**src/logic/board_macros.svh**
```systemverilog
`ifndef BOARD_MACROS_SVH
`define BOARD_MACROS_SVH

// ------------------------------------------------------------
// Memory geometry
// ------------------------------------------------------------

// Word address into the on-chip store
`define MEM_AW 12

// One 16-bit word, two byte lanes
`define MEM_DW 16

// Byte address from the I/O controller, bit 0 picks the lane
`define DL_AW (`MEM_AW + 1)

// ------------------------------------------------------------
// Joystick shift chain
// ------------------------------------------------------------

// Sample cycles per half period of the chain clock
`define JOY_DIV 4

// Bits shifted out of the chain per scan
`define JOY_BITS 16

`endif

```
**src/logic/board_pkg.sv**
```systemverilog
`include "board_macros.svh"

package board_pkg;

    // One joystick, active low
    // 0 right, 1 left, 2 down, 3 up, 4 fire1, 5 fire2
    typedef logic [5:0] joy_t;

    // Raw bits of one complete chain scan
    typedef logic [`JOY_BITS-1:0] joy_chain_t;

    // Byte address on the download port
    typedef logic [`DL_AW-1:0] dl_addr_t;

endpackage

```
**src/logic/joy_serial_reader.sv**
```systemverilog
`timescale 1ns/1ps
`include "board_macros.svh"

module joy_serial_reader (
    input  logic              sample,
    input  logic              rst_i,
    input  logic              joy_data_i,
    output logic              joy_clk_o,
    output logic              joy_load_o,
    output board_pkg::joy_t   joy1_o,
    output board_pkg::joy_t   joy2_o
);
    import board_pkg::*;

    localparam int DIV_W = $clog2(`JOY_DIV);
    localparam int BIT_W = $clog2(`JOY_BITS);

    logic [DIV_W-1:0] div_cnt;
    logic [BIT_W-1:0] bit_cnt;
    logic             div_end;
    logic             last_bit;
    joy_chain_t       chain;

    // ------------------------------------------------------------
    // Phase pacing
    // ------------------------------------------------------------

    assign div_end  = div_cnt == DIV_W'(`JOY_DIV - 1);
    assign last_bit = bit_cnt == BIT_W'(`JOY_BITS - 1);

    // Load phase, then 16 clock pulses of one high and one low phase each
    always_ff @(posedge sample) begin
        if (rst_i) begin
            div_cnt    <= '0;
            // Start on the final bit so the first period opens a load
            bit_cnt    <= '1;
            joy_clk_o  <= 1'b0;
            joy_load_o <= 1'b1;
            chain      <= '1;
            joy1_o     <= '1;
            joy2_o     <= '1;
        end else begin
            div_cnt <= div_end ? '0 : div_cnt + 1'b1;
            if (div_end) begin
                if (!joy_load_o) begin
                    // Bit 0 is on the line once the chain has loaded
                    joy_load_o <= 1'b1;
                    joy_clk_o  <= 1'b1;
                    chain      <= {joy_data_i, chain[`JOY_BITS-1:1]};
                end else if (joy_clk_o) begin
                    joy_clk_o <= 1'b0;
                end else if (last_bit) begin
                    // Scan complete, publish both sticks together
                    joy_load_o <= 1'b0;
                    bit_cnt    <= '0;
                    joy1_o     <= chain[5:0];
                    joy2_o     <= chain[13:8];
                end else begin
                    // Sample just before the next rising edge shifts the chain
                    joy_clk_o <= 1'b1;
                    bit_cnt   <= bit_cnt + 1'b1;
                    chain     <= {joy_data_i, chain[`JOY_BITS-1:1]};
                end
            end
        end
    end

endmodule

```
**config.mk**
```make
export PLATFORM = sky130hd
export DESIGN_NAME = joy_serial_reader
export DESIGN_NICKNAME = d
export VERILOG_FILES = /design/src/logic/board_pkg.sv /design/src/logic/joy_serial_reader.sv
export VERILOG_INCLUDE_DIRS = /design/src /design/src/logic
export SDC_FILE = /design/constraint.sdc
export NUM_CORES = 1
export LEC_CHECK = 0
export BUFFER_PORTS_ARGS = -buffer_cell sky130_fd_sc_hd__buf_2
export CAP_MARGIN = 40
export CORE_UTILIZATION = 35
export DETAILED_ROUTE_END_ITERATION = 16
export GPL_ROUTABILITY_DRIVEN = 1
export SYNTH_ARGS = -nofsm -noshare
export SYNTH_HDL_FRONTEND = slang
export SYNTH_SLANG_ARGS = --single-unit
```
**constraint.sdc**
```tcl
create_clock -name sample -period 1.72 [get_ports sample]
set_clock_uncertainty 0.15 [all_clocks]
set_input_delay 0.086 -clock sample [delete_from_list [all_inputs] [get_ports sample]]
set_output_delay 0.086 -clock sample [all_outputs]
set_load 0.02 [all_outputs]
```
==> flow_summary.json, run 1 <==
{
  "status": "finished, final reports clean",
  "cp_slowest_stage_delay_ns": 0.34,
  "cts_root_buf": "clkbuf_8",
  "yosys.area.top_type": "dfxtp_1",
  "max_slew_margin": 0.581,
  "synthArstFlopShare": 0,
  "vdd_drop_max_mv": 0.486,
  "dieWidth_um": 64.6,
  "grt_max_degree": 38,
  "hold_viol": 0,
  "coreArea_sq_um": 3720,
  "grt_pass1_wl_um": 3930,
  "grt-ovfl-total": 0,
  "startpoint_type": "flop",
  "dp.cells": 187,
  "syn_area_per_cell_sq_um": 10.8,
  "rows": 22,
  "numCtsBuffers": 5,
  "fmax_ghz": 0.633,
  "worstPathRequired_ns": 1.78,
  "numClockSinks": 36,
  "via_count": 913,
  "clk_latency_ns": 0.28,
  "antenna_found_initial": 0,
  "maxCapViolCount": 0,
  "drive_gt1_frac": 0.189,
  "ctsHtreeMaxLevel": 2,
  "synth_fp_nets": 132,
  "first_iter_violations": 43,
  "cp_num_buf_inv": 1,
  "power.switching_uw": 351,
  "io_pins": 17,
  "firstDrtPassIters": 4,
  "antenna_cells": 0,
  "syn_inst": 127,
  "post-route-util": 0.427,
  "synthFlopType": "dfxtp_1",
  "final_cells": 196,
  "cts_buffer_depth": 2,
  "grt_pass1_vias": 914,
  "crit_family": "flip-flops",
  "worstSetupPathType": "reg -> reg",
  "dieArea_sq_um": 4170,
  "wl_um": 2210,
  "combPwrFrac": 0.076,
  "min_period_ns": 1.58,
  "initial_core_util": 0.369,
  "critPathSlowestCell": "dfxtp_1",
  "ys_warn_count": 0,
  "place_hpwl_um": 1490,
  "numPortBuffers": 16,
  "cp.arrival_ns": 1.64,
  "syn-cell-area_sq_um": 1370,
  "final_antenna_net_count": 0,
  "yosys_register_bits": 36,
  "worstHoldPathType": "in -> reg",
  "fill_cells": 366,
  "cts_tree": "done",
  "synthTopCellsByArea": "dfxtp_1 (53%), mux2i_1 (20%), nor2_1 (8.5%)",
  "ys_seq_area_frac": 0.526,
  "crit_path_end_kind": "flop",
  "worst-path-max-fanout": 8,
  "setup_viol": 0,
  "clkPwrFrac": 0.378,
  "p_int_uw": 1230,
  "yosysTopAreaCellShare": 0.526,
  "layout.nets": 152,
  "detail_route.wl_per_cell_um": 11.3,
  "clkTransAtPathRegs_ns": 0.07,
  "gr-usage-all-layers": 0.126,
  "gp_congestion": 0.702,
  "viasPerCell": 4.66,
  "cts_resized": 0,
  "worstMarginPinSlew_ns": 0.628,
  "synth_edf_count": 0,
  "fin_setup_tns_ns": 0,
  "p_sw_frac": 0.222,
  "drc": 0,
  "period_share": 0.918,
  "fp.dieH_um": 64.6,
  "crit_chain": "ha_1 > nand3b_4 > nor2_4 > buf_4 > mux2i_1",
  "power_leakage_uw": 0.000695,
  "rsz0062_at_grt": "no",
  "seq_power_share": 0.546,
  "yosysUniqueCellTypes": 25,
  "area_growth_pct": 15.8,
  "slew_viol_final": 0,
  "p_per_area_nw_per_um2": 997
}
## per-stage QoR
stage	setup WS (ns)	power [uW]	instance area (sq um)	hold slack [ns]
after floorplan	0.254	983	1370	0.0972
after global placement	0.213	998	1490	0.196
after detailed placement	0.161	1000	1490	0.200
after CTS	0.135	1600	1590	0.173
after global routing	0.0152	1650	1590	0.254
final	0.141	1580	1590	0.185
## synth_stat cells (all sizes together) (2+ instances only)
cell type / count
mux2i: 28
nand2b: 2
dfxtp: 36
buf: 7
nor3b: 2
nand3: 2
nor3: 2
ha: 2
nor2: 32
inv: 2
a211o: 3
## cell usage in the layout, fill, tap and decap left out
cell	n
ha_1	2
nand4b_1	1
buf_4	2
a211o_1	3
o21bai_1	1
nor3_1	2
buf_12	1
nand2_1	1
nand2b_1	2
a21oi_1	1
xor2_1	1
nand3_1	2
o21ai_2	1
clkbuf_1	2
clkbuf_8	6
nor2_4	1
nor2_1	31
mux2i_1	28
dlygate4sd3_1	1
a21o_1	1
nor3b_1	2
nand3b_4	1
buf_2	16
dfxtp_1	36
a31oi_1	1
inv_1	2
## final timing paths
path,slack (ns),depth (start not counted),startpoint,end
min,0.19,2,rst_i,joy_clk_o
min reg2reg,0.28,1,div_cnt[0],div_cnt[0]
max,0.14,5,div_cnt[0],joy1_o[5]
max reg2reg,0.14,5,div_cnt[0],joy1_o[5]
## cell families (layout without fill, tap and decap cells)
group           after synthesis  after routing  share of synthesized area
compound gates                8              8                     0.0420
xor+xnor                      1              1                    0.00639
fa+ha+maj                     2              2                     0.0183
buf+inv                       9             30                     0.0511
flops                        36             36                      0.526
mux                          28             28                      0.205
simple gates                 43             43                      0.152
## cell type report
cell class                      count  area (sq um)  area share
Sequential cell                    36           721       0.454
Multi-Input combinational cell     82           583       0.368
Timing Repair Buffer               20           125      0.0789
Clock buffer                        8          90.1      0.0568
Tap cell                           48          60.1      0.0379
Inverter                            2          7.51     0.00473
## registers in the layout, summed over array words and instances, names as in the netlist
signal	flops
bit_cnt	4
joy2_o	6
div_cnt	2
chain	16
joy1_o	6
joy_load_o	1
joy_clk_o	1
## per-layer routing
layer / up-vias / routed length [um] / track usage
li1: 468 / - / -
met1: 427 / 1050 / 0.132
met2: 12 / 1000 / 0.205
met3: 6 / 100 / 0.0581
met4: 0 / 61 / 0.0750
met5: - / 0 / 0
## power by group through the flow
stage	Sequential, uW	Clock [uW]	Combinational [uW]
after floorplan	883	0	100
after global placement	882	0	116
after detailed placement	883	0	118
after CTS	864	618	121
after global routing	866	658	131
final	864	598	119
## what timing repair did
action	CTS	global route
hold buffers	1	0
buffers inserted	0	0
endpoints found under the setup margin	0	0
hold endpoints to repair	1	0
Power figures use the tool's default switching activity.
==> run 2: changes to the inputs <==
==> constraint.sdc (replaced) <==
create_clock -name sample -period 1.6 [get_ports sample]
set_clock_uncertainty 0.15 [all_clocks]
set_input_delay 0.08 -clock sample [delete_from_list [all_inputs] [get_ports sample]]
set_output_delay 0.08 -clock sample [all_outputs]
set_load 0.02 [all_outputs]
==> run 2 against run 1 <==
Design area up 0.32%. Combinational power rose by 13%. Critical endpoint is now chain[15]. Non-clock buffer count is 2 higher. Hold slack got worse by 0.012 ns. Largest cell class unchanged. Wire length down 4.3%. Die area is the same. Critical path depth unchanged. Register-to-register slack worse by 0.04 ns. Power increased by 3.9%. Cell count up 0.51%. Flip-flop and latch count unchanged.
==> flow_summary.json, run 2 (same netlist as run 1, synthesis figures left out) <==
{
  "initial_core_util": 0.369,
  "place_hpwl_um": 1440,
  "grt_pass1_vias": 850,
  "dieWidth_um": 64.6,
  "slew_viol_final": 0,
  "cp.arrival_ns": 1.55,
  "max_slew_margin": 0.592,
  "final_common_cell": "dfxtp_1",
  "critPathSlowestCell": "dfxtp_1",
  "viasPerCell": 4.62,
  "fin_setup_tns_ns": 0,
  "grt_max_degree": 38,
  "power_leakage_uw": 0.000701,
  "cts_root_buf": "clkbuf_8",
  "holdPathStages": 2,
  "coreArea_sq_um": 3720,
  "largest_register": "chain",
  "seq_area_sq_um": 721,
  "worstMarginPinSlew_ns": 0.612,
  "dieArea_sq_um": 4170,
  "cp_slowest_stage_delay_ns": 0.38,
  "cts_tree": "done",
  "numPortBuffers": 16,
  "reg_top3": "chain: 16 flops, joy1_o: 6 flops, joy2_o: 6 flops",
  "fp.dieH_um": 64.6,
  "firstDrtPassIters": 4,
  "ctsHtreeMaxLevel": 2,
  "status": "finished, final reports clean",
  "final_antenna_net_count": 0,
  "layout_common_cells": "dfxtp_1 (36), nor2_1 (31), mux2i_1 (28), buf_2 (16), clkbuf_8 (5)",
  "hold_viol": 0,
  "worstPathRequired_ns": 1.66,
  "fmax_ghz": 0.669,
  "first_iter_violations": 62,
  "worstSetupPathType": "reg -> reg",
  "p_per_area_nw_per_um2": 1030,
  "io_pins": 17,
  "detail_route.wl_per_cell_um": 10.7,
  "layout.nets": 154,
  "gr-usage-all-layers": 0.119,
  "via_count": 910,
  "numCtsBuffers": 5,
  "worstHoldPathType": "in -> reg",
  "gp_congestion": 0.808,
  "post-route-util": 0.428,
  "vdd_drop_max_mv": 0.424,
  "min_period_ns": 1.49,
  "rsz0062_at_grt": "no",
  "worst-path-max-fanout": 17,
  "startpoint_type": "flop",
  "setup_viol": 0,
  "grt-ovfl-total": 0,
  "rows": 22,
  "maxCapViolCount": 0,
  "cts_buffer_depth": 2,
  "grt_pass1_wl_um": 3720,
  "period_share": 0.934,
  "area_growth_pct": 16.2,
  "numClockSinks": 36,
  "antenna_cells": 0,
  "drive_gt1_frac": 0.208,
  "multi_input_area_sq_um": 586,
  "clk_latency_ns": 0.28,
  "reg2regPathDepth": 5,
  "crit_path_end_kind": "flop",
  "fill_cells": 378,
  "crit_chain": "ha_2 > a31oi_1 > o21ai_2 > buf_12 > mux2i_1",
  "drc": 0,
  "clkTransAtPathRegs_ns": 0.07,
  "wl_um": 2120,
  "antenna_found_initial": 0,
  "largest_register_ff_count": 16
}
## run 2: final cells by class
class	count	share of cell area
clock buffers	6	0.0456
clock inverters	1	0.00314
inverters	2	0.00472
multi-input cells	82	0.368
flip-flops and latches	36	0.453
well taps	48	0.0377
repair buffers	22	0.0880
## run 2: layer usage
| metal | GRT usage | routed length (um) | share of wire | vias to the layer above |
|---|---|---|---|---|
| met5 | 0 | 0 | 0 | - |
| met4 | 0.0750 | 31 | 0.015 | 0 |
| met3 | 0.0475 | 69 | 0.033 | 2 |
| met2 | 0.172 | 1010 | 0.48 | 14 |
| met1 | 0.145 | 1010 | 0.48 | 420 |
| li1 | - | - | - | 474 |
## run 2: worst paths after layout
| kind | start | to | slack (ns) |
|---|---|---|---|
| setup / recovery | bit_cnt[0] | chain[15] | 0.11 |
| hold / removal | rst_i | joy_clk_o | 0.17 |
| setup reg to reg | bit_cnt[0] | chain[15] | 0.11 |
| hold reg to reg | div_cnt[0] | div_cnt[0] | 0.28 |
## run 2: through the flow
step | total power, uW | hold WS [ns] | area [sq um] | cells | setup slack (ns)
3_5_place_dp | 1080 | 0.222 | 1500 | 189 | 0.105
5_1_grt | 1730 | 0.197 | 1590 | 197 | 0.00402
2_1_floorplan | 1060 | 0.0912 | 1370 | 127 | 0.134
6_report | 1640 | 0.174 | 1590 | 197 | 0.105
3_3_place_gp | 1080 | 0.188 | 1500 | 189 | 0.168
4_1_cts | 1670 | 0.175 | 1590 | 197 | 0.0952
## run 2: worst max-delay path: cells and delay by family, from the launching register on
kind                     cells  cell delay [ns]
buffers and inverters        1             0.19
AO/OA/AOI/OAI                2             0.28
flip-flops                   1             0.38
multiplexers                 1             0.20
adder cells (fa/ha/maj)      1             0.23
## run 2: power by group
| part | switching, uW | internal [uW] |
|---|---|---|
| clock network | 284 | 295 |
| logic | 71.2 | 63.2 |
| registers | 15.5 | 914 |
| total | 371 | 1270 |
## run 2: what timing repair did
action / in CTS / in global routing
hold buffers: 1 / 0
gates resized for setup: 0 / 1
buffers inserted: 0 / 0
endpoints found under the setup margin: 0 / 1
hold endpoints to repair: 1 / 0
