`config.mk`:
```
export PLATFORM = sky130hd
export DESIGN_NAME = bank_arbiter_flat
export DESIGN_NICKNAME = d
export VERILOG_FILES = /design/src/logic/mem_pkg.sv /design/src/logic/mem_port_if.sv /design/src/logic/bank_arbiter.sv /design/src/flat_wrapper.sv
export VERILOG_INCLUDE_DIRS = /design/src /design/src/logic
export SDC_FILE = /design/constraint.sdc
export NUM_CORES = 1
export LEC_CHECK = 0
export ABC_AREA = 1
export BUFFER_PORTS_ARGS = -buffer_cell sky130_fd_sc_hd__buf_2
export CORE_AREA = 3 3 75 77
export DETAILED_ROUTE_END_ITERATION = 10
export DIE_AREA = 0 0 78 80
export PLACE_DENSITY = 0.78
export RECOVER_POWER = 50
export SLEW_MARGIN = 20
export SYNTH_ARGS = -nofsm -noshare
export SYNTH_HDL_FRONTEND = slang
export SYNTH_SLANG_ARGS = --single-unit
export TNS_END_PERCENT = 5
```
`constraint.sdc`:
```
create_clock -name sample -period 1.2 [get_ports sample]
set_input_delay 0 -clock sample [delete_from_list [all_inputs] [get_ports sample]]
set_output_delay 0 -clock sample [all_outputs]
set_load 0.05 [all_outputs]
```
`src/logic/board_macros.svh`:
```
`ifndef BOARD_MACROS_SVH
`define BOARD_MACROS_SVH

// ------------------------------------------------------------
// Memory geometry
// ------------------------------------------------------------

// Word address into the on-chip store
`define MEM_AW 12

// One 16-bit word, two byte lanes
`define MEM_DW 16

// Byte address from the I/O controller, bit 0 picks the lane
`define DL_AW (`MEM_AW + 1)

// ------------------------------------------------------------
// Joystick shift chain
// ------------------------------------------------------------

// Sample cycles per half period of the chain clock
`define JOY_DIV 4

// Bits shifted out of the chain per scan
`define JOY_BITS 16

`endif

```
`src/logic/mem_pkg.sv`:
```
`include "board_macros.svh"

package mem_pkg;

    // Word address into the store
    typedef logic [`MEM_AW-1:0] mem_addr_t;

    // Data word
    typedef logic [`MEM_DW-1:0] mem_data_t;

    // Byte write enables, bit 0 is the low byte
    typedef logic [1:0] mem_mask_t;

    // Arbiter sequence for a single access
    typedef enum logic [1:0] {
        ARB_IDLE,
        ARB_ACCESS,
        ARB_DATA
    } arb_state_t;

endpackage

```
`src/logic/mem_port_if.sv`:
```
`timescale 1ns/1ps

interface mem_port_if;
    import mem_pkg::*;

    // Request side, held stable until ack
    logic      req;
    logic      we;
    mem_addr_t addr;
    mem_data_t wdata;
    mem_mask_t mask;

    // Response side
    // ack is one cycle, dok follows one cycle later with rdata
    logic      ack;
    logic      dok;
    mem_data_t rdata;

    modport requester (
        output req,
        output we,
        output addr,
        output wdata,
        output mask,
        input  ack,
        input  dok,
        input  rdata
    );

    modport server (
        input  req,
        input  we,
        input  addr,
        input  wdata,
        input  mask,
        output ack,
        output dok,
        output rdata
    );

endinterface

```
`src/logic/bank_arbiter.sv`:
```
`timescale 1ns/1ps

module bank_arbiter (
    input  logic                sample,
    input  logic                rst_i,
    input  logic                downloading_i,
    mem_port_if.server          prog,
    mem_port_if.server          ba0,
    mem_port_if.server          ba1,
    output logic                mem_we_o,
    output mem_pkg::mem_addr_t  mem_addr_o,
    output mem_pkg::mem_data_t  mem_wdata_o,
    output mem_pkg::mem_mask_t  mem_mask_o,
    input  mem_pkg::mem_data_t  mem_rdata_i
);
    import mem_pkg::*;

    localparam logic [1:0] SEL_PROG = 2'd0;
    localparam logic [1:0] SEL_BA0  = 2'd1;
    localparam logic [1:0] SEL_BA1  = 2'd2;

    arb_state_t state;
    logic [1:0] win;
    logic       sel_we;
    logic       in_access;
    logic       in_data;

    // ------------------------------------------------------------
    // Grant sequence
    // ------------------------------------------------------------

    always_ff @(posedge sample) begin
        if (rst_i) begin
            state <= ARB_IDLE;
            win   <= SEL_PROG;
        end else begin
            case (state)
                ARB_IDLE: begin
                    // Loader first, game banks locked out during download
                    if (prog.req) begin
                        win   <= SEL_PROG;
                        state <= ARB_ACCESS;
                    end else if (!downloading_i && ba0.req) begin
                        win   <= SEL_BA0;
                        state <= ARB_ACCESS;
                    end else if (!downloading_i && ba1.req) begin
                        win   <= SEL_BA1;
                        state <= ARB_ACCESS;
                    end
                end
                ARB_ACCESS: begin
                    state <= ARB_DATA;
                end
                default: begin
                    state <= ARB_IDLE;
                end
            endcase
        end
    end

    assign in_access = state == ARB_ACCESS;
    assign in_data   = state == ARB_DATA;

    // Store side follows the held winner
    always_comb begin
        case (win)
            SEL_BA0: begin
                sel_we      = ba0.we;
                mem_addr_o  = ba0.addr;
                mem_wdata_o = ba0.wdata;
                mem_mask_o  = ba0.mask;
            end
            SEL_BA1: begin
                sel_we      = ba1.we;
                mem_addr_o  = ba1.addr;
                mem_wdata_o = ba1.wdata;
                mem_mask_o  = ba1.mask;
            end
            default: begin
                sel_we      = prog.we;
                mem_addr_o  = prog.addr;
                mem_wdata_o = prog.wdata;
                mem_mask_o  = prog.mask;
            end
        endcase
    end

    assign mem_we_o = in_access && sel_we;

    // ------------------------------------------------------------
    // Responses, winner only
    // ------------------------------------------------------------

    assign prog.ack   = in_access && (win == SEL_PROG);
    assign ba0.ack    = in_access && (win == SEL_BA0);
    assign ba1.ack    = in_access && (win == SEL_BA1);

    assign prog.dok   = in_data && (win == SEL_PROG);
    assign ba0.dok    = in_data && (win == SEL_BA0);
    assign ba1.dok    = in_data && (win == SEL_BA1);

    assign prog.rdata = prog.dok ? mem_rdata_i : '0;
    assign ba0.rdata  = ba0.dok ? mem_rdata_i : '0;
    assign ba1.rdata  = ba1.dok ? mem_rdata_i : '0;

endmodule

```
`src/flat_wrapper.sv`:
```
// flat-port wrapper written by rule: the top's interface ports become plain ports
module bank_arbiter_flat import mem_pkg::*;
  (sample, rst_i, downloading_i, mem_we_o, mem_addr_o, mem_wdata_o, mem_mask_o, mem_rdata_i, prog_req, prog_we, prog_addr, prog_wdata, prog_mask, prog_ack, prog_dok, prog_rdata, ba0_req, ba0_we, ba0_addr, ba0_wdata, ba0_mask, ba0_ack, ba0_dok, ba0_rdata, ba1_req, ba1_we, ba1_addr, ba1_wdata, ba1_mask, ba1_ack, ba1_dok, ba1_rdata);
  mem_port_if prog_i ();
  mem_port_if ba0_i ();
  mem_port_if ba1_i ();
  input  logic sample;
  input  logic rst_i;
  input  logic downloading_i;
  output logic mem_we_o;
  output mem_pkg::mem_addr_t mem_addr_o;
  output mem_pkg::mem_data_t mem_wdata_o;
  output mem_pkg::mem_mask_t mem_mask_o;
  input  mem_pkg::mem_data_t mem_rdata_i;
  input wire logic [$bits(prog_i.req)-1:0] prog_req;
  input wire logic [$bits(prog_i.we)-1:0] prog_we;
  input wire logic [$bits(prog_i.addr)-1:0] prog_addr;
  input wire logic [$bits(prog_i.wdata)-1:0] prog_wdata;
  input wire logic [$bits(prog_i.mask)-1:0] prog_mask;
  output wire logic [$bits(prog_i.ack)-1:0] prog_ack;
  output wire logic [$bits(prog_i.dok)-1:0] prog_dok;
  output wire logic [$bits(prog_i.rdata)-1:0] prog_rdata;
  input wire logic [$bits(ba0_i.req)-1:0] ba0_req;
  input wire logic [$bits(ba0_i.we)-1:0] ba0_we;
  input wire logic [$bits(ba0_i.addr)-1:0] ba0_addr;
  input wire logic [$bits(ba0_i.wdata)-1:0] ba0_wdata;
  input wire logic [$bits(ba0_i.mask)-1:0] ba0_mask;
  output wire logic [$bits(ba0_i.ack)-1:0] ba0_ack;
  output wire logic [$bits(ba0_i.dok)-1:0] ba0_dok;
  output wire logic [$bits(ba0_i.rdata)-1:0] ba0_rdata;
  input wire logic [$bits(ba1_i.req)-1:0] ba1_req;
  input wire logic [$bits(ba1_i.we)-1:0] ba1_we;
  input wire logic [$bits(ba1_i.addr)-1:0] ba1_addr;
  input wire logic [$bits(ba1_i.wdata)-1:0] ba1_wdata;
  input wire logic [$bits(ba1_i.mask)-1:0] ba1_mask;
  output wire logic [$bits(ba1_i.ack)-1:0] ba1_ack;
  output wire logic [$bits(ba1_i.dok)-1:0] ba1_dok;
  output wire logic [$bits(ba1_i.rdata)-1:0] ba1_rdata;
  assign prog_i.req = prog_req;
  assign prog_i.we = prog_we;
  assign prog_i.addr = prog_addr;
  assign prog_i.wdata = prog_wdata;
  assign prog_i.mask = prog_mask;
  assign prog_ack = prog_i.ack;
  assign prog_dok = prog_i.dok;
  assign prog_rdata = prog_i.rdata;
  assign ba0_i.req = ba0_req;
  assign ba0_i.we = ba0_we;
  assign ba0_i.addr = ba0_addr;
  assign ba0_i.wdata = ba0_wdata;
  assign ba0_i.mask = ba0_mask;
  assign ba0_ack = ba0_i.ack;
  assign ba0_dok = ba0_i.dok;
  assign ba0_rdata = ba0_i.rdata;
  assign ba1_i.req = ba1_req;
  assign ba1_i.we = ba1_we;
  assign ba1_i.addr = ba1_addr;
  assign ba1_i.wdata = ba1_wdata;
  assign ba1_i.mask = ba1_mask;
  assign ba1_ack = ba1_i.ack;
  assign ba1_dok = ba1_i.dok;
  assign ba1_rdata = ba1_i.rdata;
  bank_arbiter u_core (.sample(sample), .rst_i(rst_i), .downloading_i(downloading_i), .prog(prog_i), .ba0(ba0_i), .ba1(ba1_i), .mem_we_o(mem_we_o), .mem_addr_o(mem_addr_o), .mem_wdata_o(mem_wdata_o), .mem_mask_o(mem_mask_o), .mem_rdata_i(mem_rdata_i));
endmodule
```
==> impl_metrics.csv <==
group,metric,value,unit
status,status,"finished, violations left",
status,violations,"negative setup slack",
sta,rsz0062_at_grt,"true",
pwr,p_sw_share,53.5,%
synthesis,synth_most_common_cell,"nor2_1",
global_route,grt_pass1_vias,2755,
synthesis,synth_edf_count,0,
die,core-area,5070,um2
final_layout,fill_cells,292,
sta,slew_headroom,78.5,%
detailed_routing,routedWlPerCell,17.5,um
pwr,internal-power,1.52,mW
synthesis,syn_avg_cell_area,4.76,um2
pwr,total_leakage_power,1.85,nW
cts,clk_latency,0.23,ns
detailed_routing,vias,2648,
worst_setup_path,cp.required,1.20,ns
hold_path,min_path_type,"input port to flop",
die,dieArea,6240,um2
cts,cts-root-buf,"clkbuf_8",
synthesis,synthesis.area,1180,um2
final_layout,design_area,4200,um2
detailed_routing,vias_per_cell,4.78,
cts,cts_made_buffers,3,
die,fp.dieW,78,um
detailed_routing,first_iter_violations,87,
pwr,clkPwrFrac,9.2,%
placed_design,io_buffer_count,199,
final_layout,fin_nets,603,
worst_setup_path,r2r_cells,4,
synthesis,ys_seq_area_share,6.79,%
worst_setup_path,cp-startpoint,"u_core.win[0]",
worst_setup_path,r2r_setup_slack,0.19,ns
worst_setup_path,cp.arrival,1.60,ns
worst_setup_path,crit_path_max_fanout,17,
synthesis,yosysTopAreaCellShare,27.0,%
synthesis,syn_nets,367,
final_layout,final-seq-area,82.6,um2
synthesis,synth_ff_type,"dfxtp_1",
worst_setup_path,endpoint,"mem_wdata_o[14]",
cts,cts_tree,"done",
worst_setup_path,timing_worst_setup_path_type,"flop to primary output",
worst_setup_path,worstPathCellList,"inv_4 -> ha_4 -> buf_12 -> nor2_1 -> a31oi_4 -> buf_8",
placed_design,hpwl,6180,um
detailed_routing,dr.pass1.iters,6,
worst_setup_path,startpoint_type,"flop",
sta,period_share,133,%
worst_setup_path,max_stage_delay,0.36,ns
sta,setup_viol,84,
die,rows,26,
flow_run,cap_violations,0,
cts,ctsLongestPathBuffers,2,
synthesis,yosysTopAreaCell,"nor2_1",
sta,finalHoldViolCount,0,
synthesis,synth_cell_types,14,
global_route,gr-usage-all-layers,27.8,%
detailed_routing,wl,9670,um
die,start_util,23.2,%
synthesis,synth_commonest_cells,"nor2_1, nand2_1, a31oi_1",
synthesis,synth_cells,248,
sta,finalCriticalPeriod,1.60,ns
cts,path_clk_slew,0.04,ns
global_route,grt-ovfl-total,0,
worst_setup_path,endpoint_kind,"primary output",
placed_design,placed_area,3340,um2
detailed_routing,ant_nets,0,
final_layout,layout-drive-gt1-share,74.5,%
synthesis,synthArstFlopShare,0,%
pwr,p_sw,1.75,mW
die,die_h,80,um
cts,cts_max_level,1,
final_layout,multi_input_area,1740,um2
detailed_routing,drc_errors,0,
worst_setup_path,reg2reg_from,"u_core.state[1]",
worst_setup_path,critPathSlowestCell,"ha_4",
sta,finalClockSkew,0.00779,ns
synthesis,ys_warn_count,0,
global_route,grt_pass1_wl,13600,um
pwr,power_density,780,nW/um2
sta,fmax,624,MHz
worst_setup_path,r2r-end,"u_core.state[1]",
sta,setup_slack,-0.402,ns
sta,worst_pin_slew,0.319,ns
cts,clock_sink_count,4,
final_layout,area_growth,256,%
synthesis,yosys_register_bits,4,
global_route,grt_max_degree,23,
pwr,combPwrFrac,86.1,%
global_route,antenna_found_initial,1,
die,io_pins,200,
sta,slew_viol_final,0,
placed_design,pre_cts_slack,-0.223,ns
pwr,worst_ir_drop_vdd,0.864,mV
pwr,p_total,3.28,mW
synthesis,synth.top_cells.by_area,"nor2_1, nand2_1, a31oi_1",
placed_design,gp_congestion,0.738,
pwr,p_seq_share,4.7,%
==> metal layers <==
layer | GRT usage (%) | routed length [um] | up-vias
met1 | 26.4 | 3180 | 1189
li1 | - | - | 1244
met3 | 5.08 | 691 | 43
met4 | 13.1 | 524 | 0
met2 | 56.6 | 5280 | 172
met5 | 0 | 0 | -
==> sequential cells by signal, summed over array words and instances, names as in the netlist <==
name / count
u_core.state: 2
u_core.win: 2
==> critical path: cells and delay by family (launching register included) <==
family,cells,cell delay (ns)
compound gates,1,0.18
fa+ha+maj,1,0.36
buf+inv,3,0.40
flops,1,0.35
simple gates,1,0.08
==> cell type report <==
cell class	count	share of cell area, %
antenna	2	0.119
multi-input combinational	197	41.5
tap	70	2.08
clock buffer	3	0.983
timing repair buffer	247	50.2
inverter	31	3.19
sequential	4	1.97
==> kinds of logic after synthesis <==
| group | synth area share, % |
|---|---|
| AND/OR/NAND/NOR | 52.6 |
| buffers and inverters | 18.2 |
| AO/OA/AOI/OAI | 18.1 |
| flip-flops | 6.79 |
| adder cells (fa/ha/maj) | 4.24 |
==> worst min path at each step <==
stage / start / cells past startpoint / endpoint
final: prog_req / 4 / u_core.win[1]
after global routing: prog_req / 4 / u_core.win[0]
after CTS: prog_req / 4 / u_core.win[1]
after detailed placement: rst_i / 2 / u_core.win[0]
after global placement: rst_i / 2 / u_core.win[0]
after floorplan: rst_i / 1 / u_core.win[0]
==> layout by cell type (no fill, tap or decap), types with 2 or more instances in the layout <==
cell type	count
nand2_1	64
nor2_1	26
diode_2	2
nand3_1	2
nor2_2	20
a21oi_1	2
nand2_2	3
nor2_4	42
inv_2	4
buf_8	23
dfxtp_2	2
inv_4	4
buf_6	64
dfxtp_1	2
o21ai_0	2
ha_4	3
buf_2	116
a31oi_4	31
inv_1	22
buf_12	9
buf_4	32
clkbuf_8	3
==> power groups by stage <==
stage          clock network, mW  logic, mW  registers, mW
2_1_floorplan                  0       1.60          0.157
3_3_place_gp                   0       2.22          0.154
3_5_place_dp                   0       2.26          0.155
4_1_cts                    0.299       2.69          0.154
5_1_grt                    0.308       2.93          0.155
6_report                   0.302       2.82          0.155
==> what timing repair did <==
action | in CTS | in global routing
setup endpoints to repair | 84 | 85
setup buffers | 9 | 0
cloned | 1 | 0
endpoints found under the hold margin | 3 | 0
pin swaps | 4 | 1
hold buffers | 1 | 0
gates resized for setup | 188 | 34
==> metrics by stage <==
step	hold WS, ns	cells	TNS (ns)	util, %
3_3_place_gp	0.198	538	-9.09	65.9
6_report	0.0749	554	-23.78	82.8
2_1_floorplan	0.0617	248	-18.48	-
5_1_grt	0.119	553	-26.84	82.7
3_5_place_dp	0.198	538	-10.79	65.9
4_1_cts	0.0750	552	-23.01	80.4
Power figures use the tool's default switching activity.
