==> config.mk <==
export PLATFORM = sky130hd
export DESIGN_NAME = rom_loader_flat
export DESIGN_NICKNAME = d
export VERILOG_FILES = /design/src/logic/board_pkg.sv /design/src/logic/mem_pkg.sv /design/src/logic/mem_port_if.sv /design/src/logic/rom_loader.sv /design/src/flat_wrapper.sv
export VERILOG_INCLUDE_DIRS = /design/src /design/src/logic
export SDC_FILE = /design/constraint.sdc
export NUM_CORES = 1
export LEC_CHECK = 0
export ABC_AREA = 1
export BUFFER_PORTS_ARGS = -buffer_cell sky130_fd_sc_hd__buf_2
export CELL_PAD_IN_SITES_DETAIL_PLACEMENT = 0
export CELL_PAD_IN_SITES_GLOBAL_PLACEMENT = 1
export CORE_ASPECT_RATIO = 1.1
export CORE_UTILIZATION = 23
export DETAILED_ROUTE_END_ITERATION = 12
export GPL_ROUTABILITY_DRIVEN = 0
export PLACE_DENSITY = 0.73
export SLEW_MARGIN = 5
export SYNTH_ARGS = -nofsm -noshare
export SYNTH_HDL_FRONTEND = slang
export SYNTH_SLANG_ARGS = --single-unit
==> constraint.sdc <==
create_clock -name sample -period 0.97 [get_ports sample]
set_clock_uncertainty 0.15 [all_clocks]
set_input_delay 0 -clock sample [delete_from_list [all_inputs] [get_ports sample]]
set_output_delay 0 -clock sample [all_outputs]
set_load 0.01 [all_outputs]
==> src/logic/board_macros.svh <==
`ifndef BOARD_MACROS_SVH
`define BOARD_MACROS_SVH

// ------------------------------------------------------------
// Memory geometry
// ------------------------------------------------------------

// Word address into the on-chip store
`define MEM_AW 12

// One 16-bit word, two byte lanes
`define MEM_DW 16

// Byte address from the I/O controller, bit 0 picks the lane
`define DL_AW (`MEM_AW + 1)

// ------------------------------------------------------------
// Joystick shift chain
// ------------------------------------------------------------

// Sample cycles per half period of the chain clock
`define JOY_DIV 4

// Bits shifted out of the chain per scan
`define JOY_BITS 16

`endif

==> src/logic/board_pkg.sv <==
`include "board_macros.svh"

package board_pkg;

    // One joystick, active low
    // 0 right, 1 left, 2 down, 3 up, 4 fire1, 5 fire2
    typedef logic [5:0] joy_t;

    // Raw bits of one complete chain scan
    typedef logic [`JOY_BITS-1:0] joy_chain_t;

    // Byte address on the download port
    typedef logic [`DL_AW-1:0] dl_addr_t;

endpackage

==> src/logic/mem_pkg.sv <==
`include "board_macros.svh"

package mem_pkg;

    // Word address into the store
    typedef logic [`MEM_AW-1:0] mem_addr_t;

    // Data word
    typedef logic [`MEM_DW-1:0] mem_data_t;

    // Byte write enables, bit 0 is the low byte
    typedef logic [1:0] mem_mask_t;

    // Arbiter sequence for a single access
    typedef enum logic [1:0] {
        ARB_IDLE,
        ARB_ACCESS,
        ARB_DATA
    } arb_state_t;

endpackage

==> src/logic/mem_port_if.sv <==
`timescale 1ns/1ps

interface mem_port_if;
    import mem_pkg::*;

    // Request side, held stable until ack
    logic      req;
    logic      we;
    mem_addr_t addr;
    mem_data_t wdata;
    mem_mask_t mask;

    // Response side
    // ack is one cycle, dok follows one cycle later with rdata
    logic      ack;
    logic      dok;
    mem_data_t rdata;

    modport requester (
        output req,
        output we,
        output addr,
        output wdata,
        output mask,
        input  ack,
        input  dok,
        input  rdata
    );

    modport server (
        input  req,
        input  we,
        input  addr,
        input  wdata,
        input  mask,
        output ack,
        output dok,
        output rdata
    );

endinterface

==> src/logic/rom_loader.sv <==
`timescale 1ns/1ps
`include "board_macros.svh"

module rom_loader (
    input  logic                sample,
    input  logic                rst_i,
    input  logic                downloading_i,
    input  board_pkg::dl_addr_t ioctl_addr_i,
    input  logic [7:0]          ioctl_dout_i,
    input  logic                ioctl_wr_i,
    output logic                game_rst_o,
    mem_port_if.requester       prog
);

    logic wr_take;
    logic pending;

    // Byte writes only count while the download window is open
    assign wr_take = ioctl_wr_i && downloading_i;

    // ------------------------------------------------------------
    // Request control
    // ------------------------------------------------------------

    always_ff @(posedge sample) begin
        if (rst_i) begin
            prog.req   <= 1'b0;
            prog.we    <= 1'b0;
            pending    <= 1'b0;
            game_rst_o <= 1'b1;
        end else begin
            if (wr_take) begin
                prog.req <= 1'b1;
                prog.we  <= 1'b1;
            end else if (prog.ack) begin
                prog.req <= 1'b0;
                prog.we  <= 1'b0;
            end
            // Cleared once the store reports the write done
            if (wr_take) begin
                pending <= 1'b1;
            end else if (prog.dok) begin
                pending <= 1'b0;
            end
            game_rst_o <= downloading_i | pending;
        end
    end

    // Word fields, byte copied to both lanes and masked by address bit 0
    always_ff @(posedge sample) begin
        if (wr_take) begin
            prog.addr  <= ioctl_addr_i[`DL_AW-1:1];
            prog.wdata <= {2{ioctl_dout_i}};
            prog.mask  <= ioctl_addr_i[0] ? 2'b10 : 2'b01;
        end
    end

endmodule

==> src/flat_wrapper.sv <==
// flat-port wrapper written by rule: the top's interface ports become plain ports
module rom_loader_flat 
  (sample, rst_i, downloading_i, ioctl_addr_i, ioctl_dout_i, ioctl_wr_i, game_rst_o, prog_req, prog_we, prog_addr, prog_wdata, prog_mask, prog_ack, prog_dok, prog_rdata);
  mem_port_if prog_i ();
  input  logic sample;
  input  logic rst_i;
  input  logic downloading_i;
  input  board_pkg::dl_addr_t ioctl_addr_i;
  input  logic [7:0] ioctl_dout_i;
  input  logic ioctl_wr_i;
  output logic game_rst_o;
  output wire logic [$bits(prog_i.req)-1:0] prog_req;
  output wire logic [$bits(prog_i.we)-1:0] prog_we;
  output wire logic [$bits(prog_i.addr)-1:0] prog_addr;
  output wire logic [$bits(prog_i.wdata)-1:0] prog_wdata;
  output wire logic [$bits(prog_i.mask)-1:0] prog_mask;
  input wire logic [$bits(prog_i.ack)-1:0] prog_ack;
  input wire logic [$bits(prog_i.dok)-1:0] prog_dok;
  input wire logic [$bits(prog_i.rdata)-1:0] prog_rdata;
  assign prog_req = prog_i.req;
  assign prog_we = prog_i.we;
  assign prog_addr = prog_i.addr;
  assign prog_wdata = prog_i.wdata;
  assign prog_mask = prog_i.mask;
  assign prog_i.ack = prog_ack;
  assign prog_i.dok = prog_dok;
  assign prog_i.rdata = prog_rdata;
  rom_loader u_core (.sample(sample), .rst_i(rst_i), .downloading_i(downloading_i), .ioctl_addr_i(ioctl_addr_i), .ioctl_dout_i(ioctl_dout_i), .ioctl_wr_i(ioctl_wr_i), .game_rst_o(game_rst_o), .prog(prog_i));
endmodule
==> results of run 1 <==
[per-layer routing]
| layer | up-vias | global-route usage (%) | share of wire, % |
|---|---|---|---|
| met2 | 45 | 18.3 | 54 |
| met5 | - | 0 | 0 |
| li1 | 311 | - | - |
| met1 | 283 | 8.42 | 38 |
| met4 | 0 | 3.49 | 0 |
| met3 | 0 | 2.76 | 8.4 |
[logic make-up (layout without fill, tap and decap cells)]
group / after synthesis / after routing / share of synthesized area, %
AO/OA/AOI/OAI: 2 / 2 / 1.19
buffers and inverters: 14 / 95 / 10.3
flip-flops: 25 / 25 / 86.0
AND/OR/NAND/NOR: 5 / 5 / 2.54
[cells in the mapped netlist]
cell type  number
nand2_1         3
a21oi_1         2
nand2_2         1
buf_4           9
nor2_1          1
edfxtp_1       22
dfxtp_1         3
inv_1           5
[how the worst max path moves through the flow]
| stage | from | cells after the start | slack, ns | to |
|---|---|---|---|---|
| 2_1_floorplan | ioctl_wr_i | 2 | 0.08 | u_core.prog.addr[0]$_DFFE_PP_ |
| 3_3_place_gp | downloading_i | 4 | 0.10 | u_core.prog.addr[7]$_DFFE_PP_ |
| 3_5_place_dp | downloading_i | 4 | 0.07 | u_core.prog.mask[1]$_DFFE_PP_ |
| 4_1_cts | u_core.prog.wdata[13]$_DFFE_PP_ | 1 | -0.07 | prog_wdata[13] |
| 5_1_grt | u_core.prog.addr[5]$_DFFE_PP_ | 1 | -0.11 | prog_addr[5] |
| 6_report | u_core.prog.wdata[11]$_DFFE_PP_ | 1 | -0.04 | prog_wdata[3] |
[cell type report]
| class | instances | area (um^2) | area share, % |
|---|---|---|---|
| clock buffers | 4 | 26.3 | 1.81 |
| inverters | 5 | 22.5 | 1.55 |
| multi-input cells | 7 | 31.3 | 2.16 |
| flip-flops and latches | 25 | 722 | 49.8 |
| well taps | 48 | 60.1 | 4.14 |
| repair buffers | 86 | 588 | 40.6 |
[worst min-delay path: stages]
cell        delay [ns]
buf_2             0.08
nand2_2           0.07
clkinvlp_4        0.08
buf_12            0.16
[state kept, by name, indices dropped and copies added (netlist names)]
| signal | count |
|---|---|
| u_core.game_rst_o | 1 |
| u_core.pending | 1 |
| u_core.prog.addr | 12 |
| u_core.prog.mask | 2 |
| u_core.prog.req | 1 |
| u_core.prog.wdata | 8 |
[timing repair]
action | CTS | global route
gates resized for setup | 1 | 2
hold buffers | 26 | 0
hold endpoints to repair | 25 | 0
pin swaps | 0 | 0
endpoints found under the setup margin | 32 | 32
[power breakdown]
part           switching, mW  leakage [nW]  internal (mW)  total [mW]
clock network          0.282        0.0150          0.160       0.442
registers             0.0210         0.232           1.25        1.27
logic                  0.132         0.384          0.181       0.313
total                  0.435         0.631           1.59        2.02
[stage by stage]
step / TNS [ns] / instances / cell area (um^2)
floorplan: 0 / 46 / 842
global placement: 0 / 145 / 1150
detailed placement: 0 / 145 / 1150
CTS: -1.33 / 175 / 1440
global route: -2.39 / 175 / 1450
finish: -0.562 / 175 / 1450
==> flow_summary.ini, run 1 <==
[route]
drc = 0
antenna_left = 0
drt-vias-per-instance = 3.65
initial_drc_count = 16
drt-total-wl_um = 1800
via_count = 639
drt_first_pass_iters = 2
detail_route.wl_per_cell_um = 10.3

[cts]
max-clock-path-buffers = 2
postCtsSetupBuffers = 0
clk_root_buffer_cell = clkbuf_4
h-tree-depth = 1
cts_num_sinks = 25
insertion_delay_ns = 0.30
clock_tree_from_tritoncts = built
clock_transition_at_the_registers_of_the_reported_paths_ns = 0.13
cts-buffers-inserted = 3

[yosys]
yosys.area.top_type = edfxtp_1
post_synth_main_area_contributors = edfxtp_1 79%, buf_4 8.1%, dfxtp_1 7.2%
synthCells = 46
yosysTopAreaCellShare_pct = 78.8
synthesis.area_um2 = 838
synth_sequential_area_ratio_pct = 86.0
ys_seq_elements = 25
postSynthNetCount = 89
synth_unique_cells = 8
synth-warning-count = 0
synth.avg_cell_area_um2 = 18.2

[global_routing]
globalRouteOverflowTotal = 0
grt_pass1_wl_um = 2630
grt_pass1_vias = 657
gr-usage-all-layers_pct = 9.20
grt_antenna_before_repair = 0
pin_count_of_the_biggest_net_entering_global_routing = 23

[power]
power.total_mw = 2.02
power.leakage_nw = 0.631
ir_worst_vdd_uv = 551
powerDensity_mw_per_mm2 = 1390

[sta]
timing.final.crit_period_ns = 1.01
timing.final.crit_share_pct = 104
drv_slew = 0
rsz_0062_raised_after_global_routing = yes
worst_slew_pin_slew_ns = 0.127
max_freq_mhz = 991
final-setup-viol-count = 23
worst_slack_ns = -0.0395
hold_violations = 0
hold-worst-slack_ns = 0.0708
normalized_max_slew_margin_pct = 91.6

[cells_and_area]
nets = 171
layout-area-overhead-vs-synth_pct = 73.0
layout.cells.most_common = buf_2
diodes = 0
n_fill_cell = 329
top_library_cells_by_usage_in_the_layout_fill_and_taps_aside = 57 x buf_2, 26 x dlygate4sd3_1, 22 x edfxtp_1
layout.core_utilization_pct = 42.5
drive_above_1_share_pct = 52.0

[min_path]
hold_path_stages = 4
hold-path-endpoint = u_core.prog.addr[10]$_DFFE_PP_
holdCritStartpoint = ioctl_wr_i
worstHoldPathType = in -> reg

[worst_setup_path]
timing.critical_path.to_type = output port
r2r-end = u_core.prog.req$_SDFFE_PP0P_
r2r.worst_path.cells = 2
critical_path_required_ns = 0.82
critPathSlowestCell = edfxtp_1
path_cells = buf_2
timing.critical_path.max_delay_family = flip-flops
timing.rr.start = u_core.prog.req$_SDFFE_PP0P_
worst_setup_path_start_kind = flop
crit_fanout = 2
critical_path.n_buffers_inverters = 1
timing.critical_path.arrival_ns = 0.86
r2r_slack_ns = 0.22
critPathMaxStageDelay_ns = 0.40
worstSetupPathType = reg -> out

[floorplan]
initial_utilization_pct = 24.6
std_cell_rows = 22
die_height_um = 65.3
die-width_um = 59.6
design.portCount = 76
die_ar_mm2 = 0.00389
core_region_area_mm2 = 0.00341

[status]
run_status = finished, violations left
failing_checks = setup timing

[placed_design]
place_worst_setup_slack_ns = 0.0738
numPortBuffers = 59
dp_hpwl_um = 1180

[job]
drv_cap = 0
Note: power is estimated with default switching activity, not from simulation.
==> inputs of run 2 (changes only) <==
ABC_AREA = 0   (was 1)
==> run 2 against run 1 <==
The flow still finishes with violations (setup timing). Flip-flop and latch count is the same. Cell count is 1.7% lower. Synthesized cell count shrank 8.7%. Sequential power about the same. Highest routed layer unchanged.
==> flow_summary.ini, run 2 <==
[status]
run_status = finished, violations left
failing_checks = setup timing

[worst_setup_path]
critPathCapture = prog_wdata[6]
timing.critical_path.max_delay_family = flip-flops
worstSetupPathType = reg -> out
critical_path.n_buffers_inverters = 1
timing.critical_path.arrival_ns = 0.87
critPathMaxStageDelay_ns = 0.41
timing.rr.start = u_core.pending$_SDFFE_PP0P_
crit_fanout = 2
critPathSlowestCell = edfxtp_1
worst_setup_path_start_kind = flop
critical_path_required_ns = 0.82
r2r.worst_path.cells = 1
path_cells = buf_2
r2r-end = u_core.game_rst_o$_SDFF_PP1_
path_depth = 1
timing.critical_path.to_type = output port
startpoint = u_core.prog.wdata[14]$_DFFE_PP_
r2r_slack_ns = 0.04

[cts]
h-tree-depth = 1
insertion_delay_ns = 0.30
max-clock-path-buffers = 2
clock_transition_at_the_registers_of_the_reported_paths_ns = 0.13
clk_root_buffer_cell = clkbuf_4
cts_num_sinks = 25
clock_tree_from_tritoncts = built
cts-buffers-inserted = 3

[yosys]
synth.top_cells.by_count = 22 x edfxtp_1, 9 x buf_4, 3 x dfxtp_1
ys_seq_elements = 25
synth_sequential_area_ratio_pct = 87.0
synth_unique_cells = 8
yosys.area.top_type = edfxtp_1
synth_enable_flop_cells = 22
synthesis.area_um2 = 828
async_flop_share_pct = 0
postSynth.topFlopCell = edfxtp_1
synth-warning-count = 0
synth.avg_cell_area_um2 = 19.7
synthCells = 42
most_frequently_used_cell_type_in_the_post_synthesis_netlist = edfxtp_1
postSynthNetCount = 85
post_synth_main_area_contributors = edfxtp_1 80%, buf_4 8.2%, dfxtp_1 7.3%
yosysTopAreaCellShare_pct = 79.8

[sta]
final-setup-viol-count = 29
timing.final.crit_period_ns = 1.02
timing.final.crit_share_pct = 105
normalized_max_slew_margin_pct = 90.3
hold-worst-slack_ns = 0.100
worst_slew_pin_slew_ns = 0.145
max_freq_mhz = 983
rsz_0062_raised_after_global_routing = yes
hold_violations = 0
drv_slew = 0
worst_slack_ns = -0.0471

[floorplan]
initial_utilization_pct = 24.5
std_cell_rows = 22
die-width_um = 59.2
die_height_um = 64.9
core_region_area_mm2 = 0.00339
die_ar_mm2 = 0.00385
design.portCount = 76

[cells_and_area]
registers.top_by_ff_count = u_core.prog.addr
diodes = 0
layout-area-overhead-vs-synth_pct = 74.9
layout.cells.most_common = buf_2
post_layout_nonfiller_instances = 172
top_regs = u_core.prog.addr (12), u_core.prog.wdata (8), u_core.prog.mask (2)
top_library_cells_by_usage_in_the_layout_fill_and_taps_aside = 57 x buf_2, 26 x dlygate4sd3_1, 22 x edfxtp_1
largest_register_ffs = 12
nets = 168
layout.core_utilization_pct = 42.8
drive_above_1_share_pct = 54.0

[route]
drt-vias-per-instance = 3.69
detail_route.wl_per_cell_um = 10.6
initial_drc_count = 18
drt_first_pass_iters = 2
drc = 0
via_count = 634
drt-total-wl_um = 1830
antenna_left = 0

[power]
p_clk_share_pct = 22.1
seq_power_share_pct = 62.5
powerDensity_mw_per_mm2 = 1400
internal_power_consumption_mw = 1.59
power.leakage_nw = 0.619
net_switching_power_mw = 0.439
ir_worst_vdd_uv = 378
power.total_mw = 2.03
power_frac_comb_pct = 15.4
power_switching_share_pct = 21.6

[placed_design]
placed_cells_incl_taps = 141
place_worst_setup_slack_ns = 0.0285
numPortBuffers = 59

[min_path]
worstHoldPathType = in -> reg
hold_path_stages = 4

[global_routing]
grt_pass1_vias = 673
gr-usage-all-layers_pct = 9.79
grt_pass1_wl_um = 2740
grt_antenna_before_repair = 0
globalRouteOverflowTotal = 0
pin_count_of_the_biggest_net_entering_global_routing = 23

[job]
drv_cap = 0
[run 2: cell count changes after synthesis]
cell,before,now
or3_1,0,1
nand2_2,1,0
nor2_1,1,0
nand2_1,3,1
inv_1,5,2
nand2b_1,0,2
[run 2: tightest hold or removal path, cell delays in order]
cell,delay (ns)
buf_2,0.08
nand2_1,0.09
clkinvlp_4,0.10
buf_12,0.16
[run 2: cell type report]
type | count | area, um^2
clock buffer | 4 | 26.3
timing repair buffer | 87 | 596
sequential | 25 | 723
fill | 322 | 1940
tap | 48 | 60.1
inverter | 2 | 11.3
multi-input combinational | 6 | 32.5
[run 2: worst min path at each step]
stage / from / end / slack, ns
global route: ioctl_wr_i / u_core.prog.addr[6]$_DFFE_PP_ / 0.12
floorplan: rst_i / u_core.pending$_SDFFE_PP0P_ / -0.08
global placement: ioctl_addr_i[5] / u_core.prog.addr[4]$_DFFE_PP_ / 0.03
CTS: ioctl_wr_i / u_core.prog.addr[2]$_DFFE_PP_ / 0.07
detailed placement: ioctl_addr_i[12] / u_core.prog.addr[11]$_DFFE_PP_ / 0.03
finish: ioctl_wr_i / u_core.prog.addr[11]$_DFFE_PP_ / 0.10
[run 2: metrics by stage]
step           setup TNS, ns  area (um^2)
4_1_cts                -1.51         1440
6_report              -0.738         1450
2_1_floorplan              0          832
3_3_place_gp               0         1140
5_1_grt                -2.53         1450
3_5_place_dp               0         1140
[run 2: cells by family after synthesis]
family / count (synthesis) / share of synthesized area, %
flops: 25 / 87.0
simple gates: 4 / 2.72
buf+inv: 11 / 9.06
compound gates: 2 / 1.21
[run 2: repair_timing]
item | 4_1_cts | 5_1_grt
pin swaps | 0 | 1
endpoints found under the hold margin | 25 | 0
setup buffers | 0 | 1
resized for setup | 3 | 1
setup endpoints to repair | 32 | 33
hold buffers | 26 | 0
cloned | 0 | 0
[run 2: per-layer routing]
layer  wire length, um  track usage, %  vias up  share of wire, %
li1                  -               -      304                 -
met1               628            8.12      288                34
met2              1050            20.5       42                58
met3               145            2.59        0               7.9
met4                 0            3.57        0                 0
met5                 0               0        -                 0
[run 2: power groups by stage]
stage | Clock, mW | Combinational (mW) | Sequential [mW]
after global placement | 0 | 0.223 | 1.29
after CTS | 0.482 | 0.312 | 1.27
after floorplan | 0 | 0.0683 | 1.33
after global routing | 0.519 | 0.341 | 1.28
final | 0.448 | 0.313 | 1.27
after detailed placement | 0 | 0.226 | 1.29
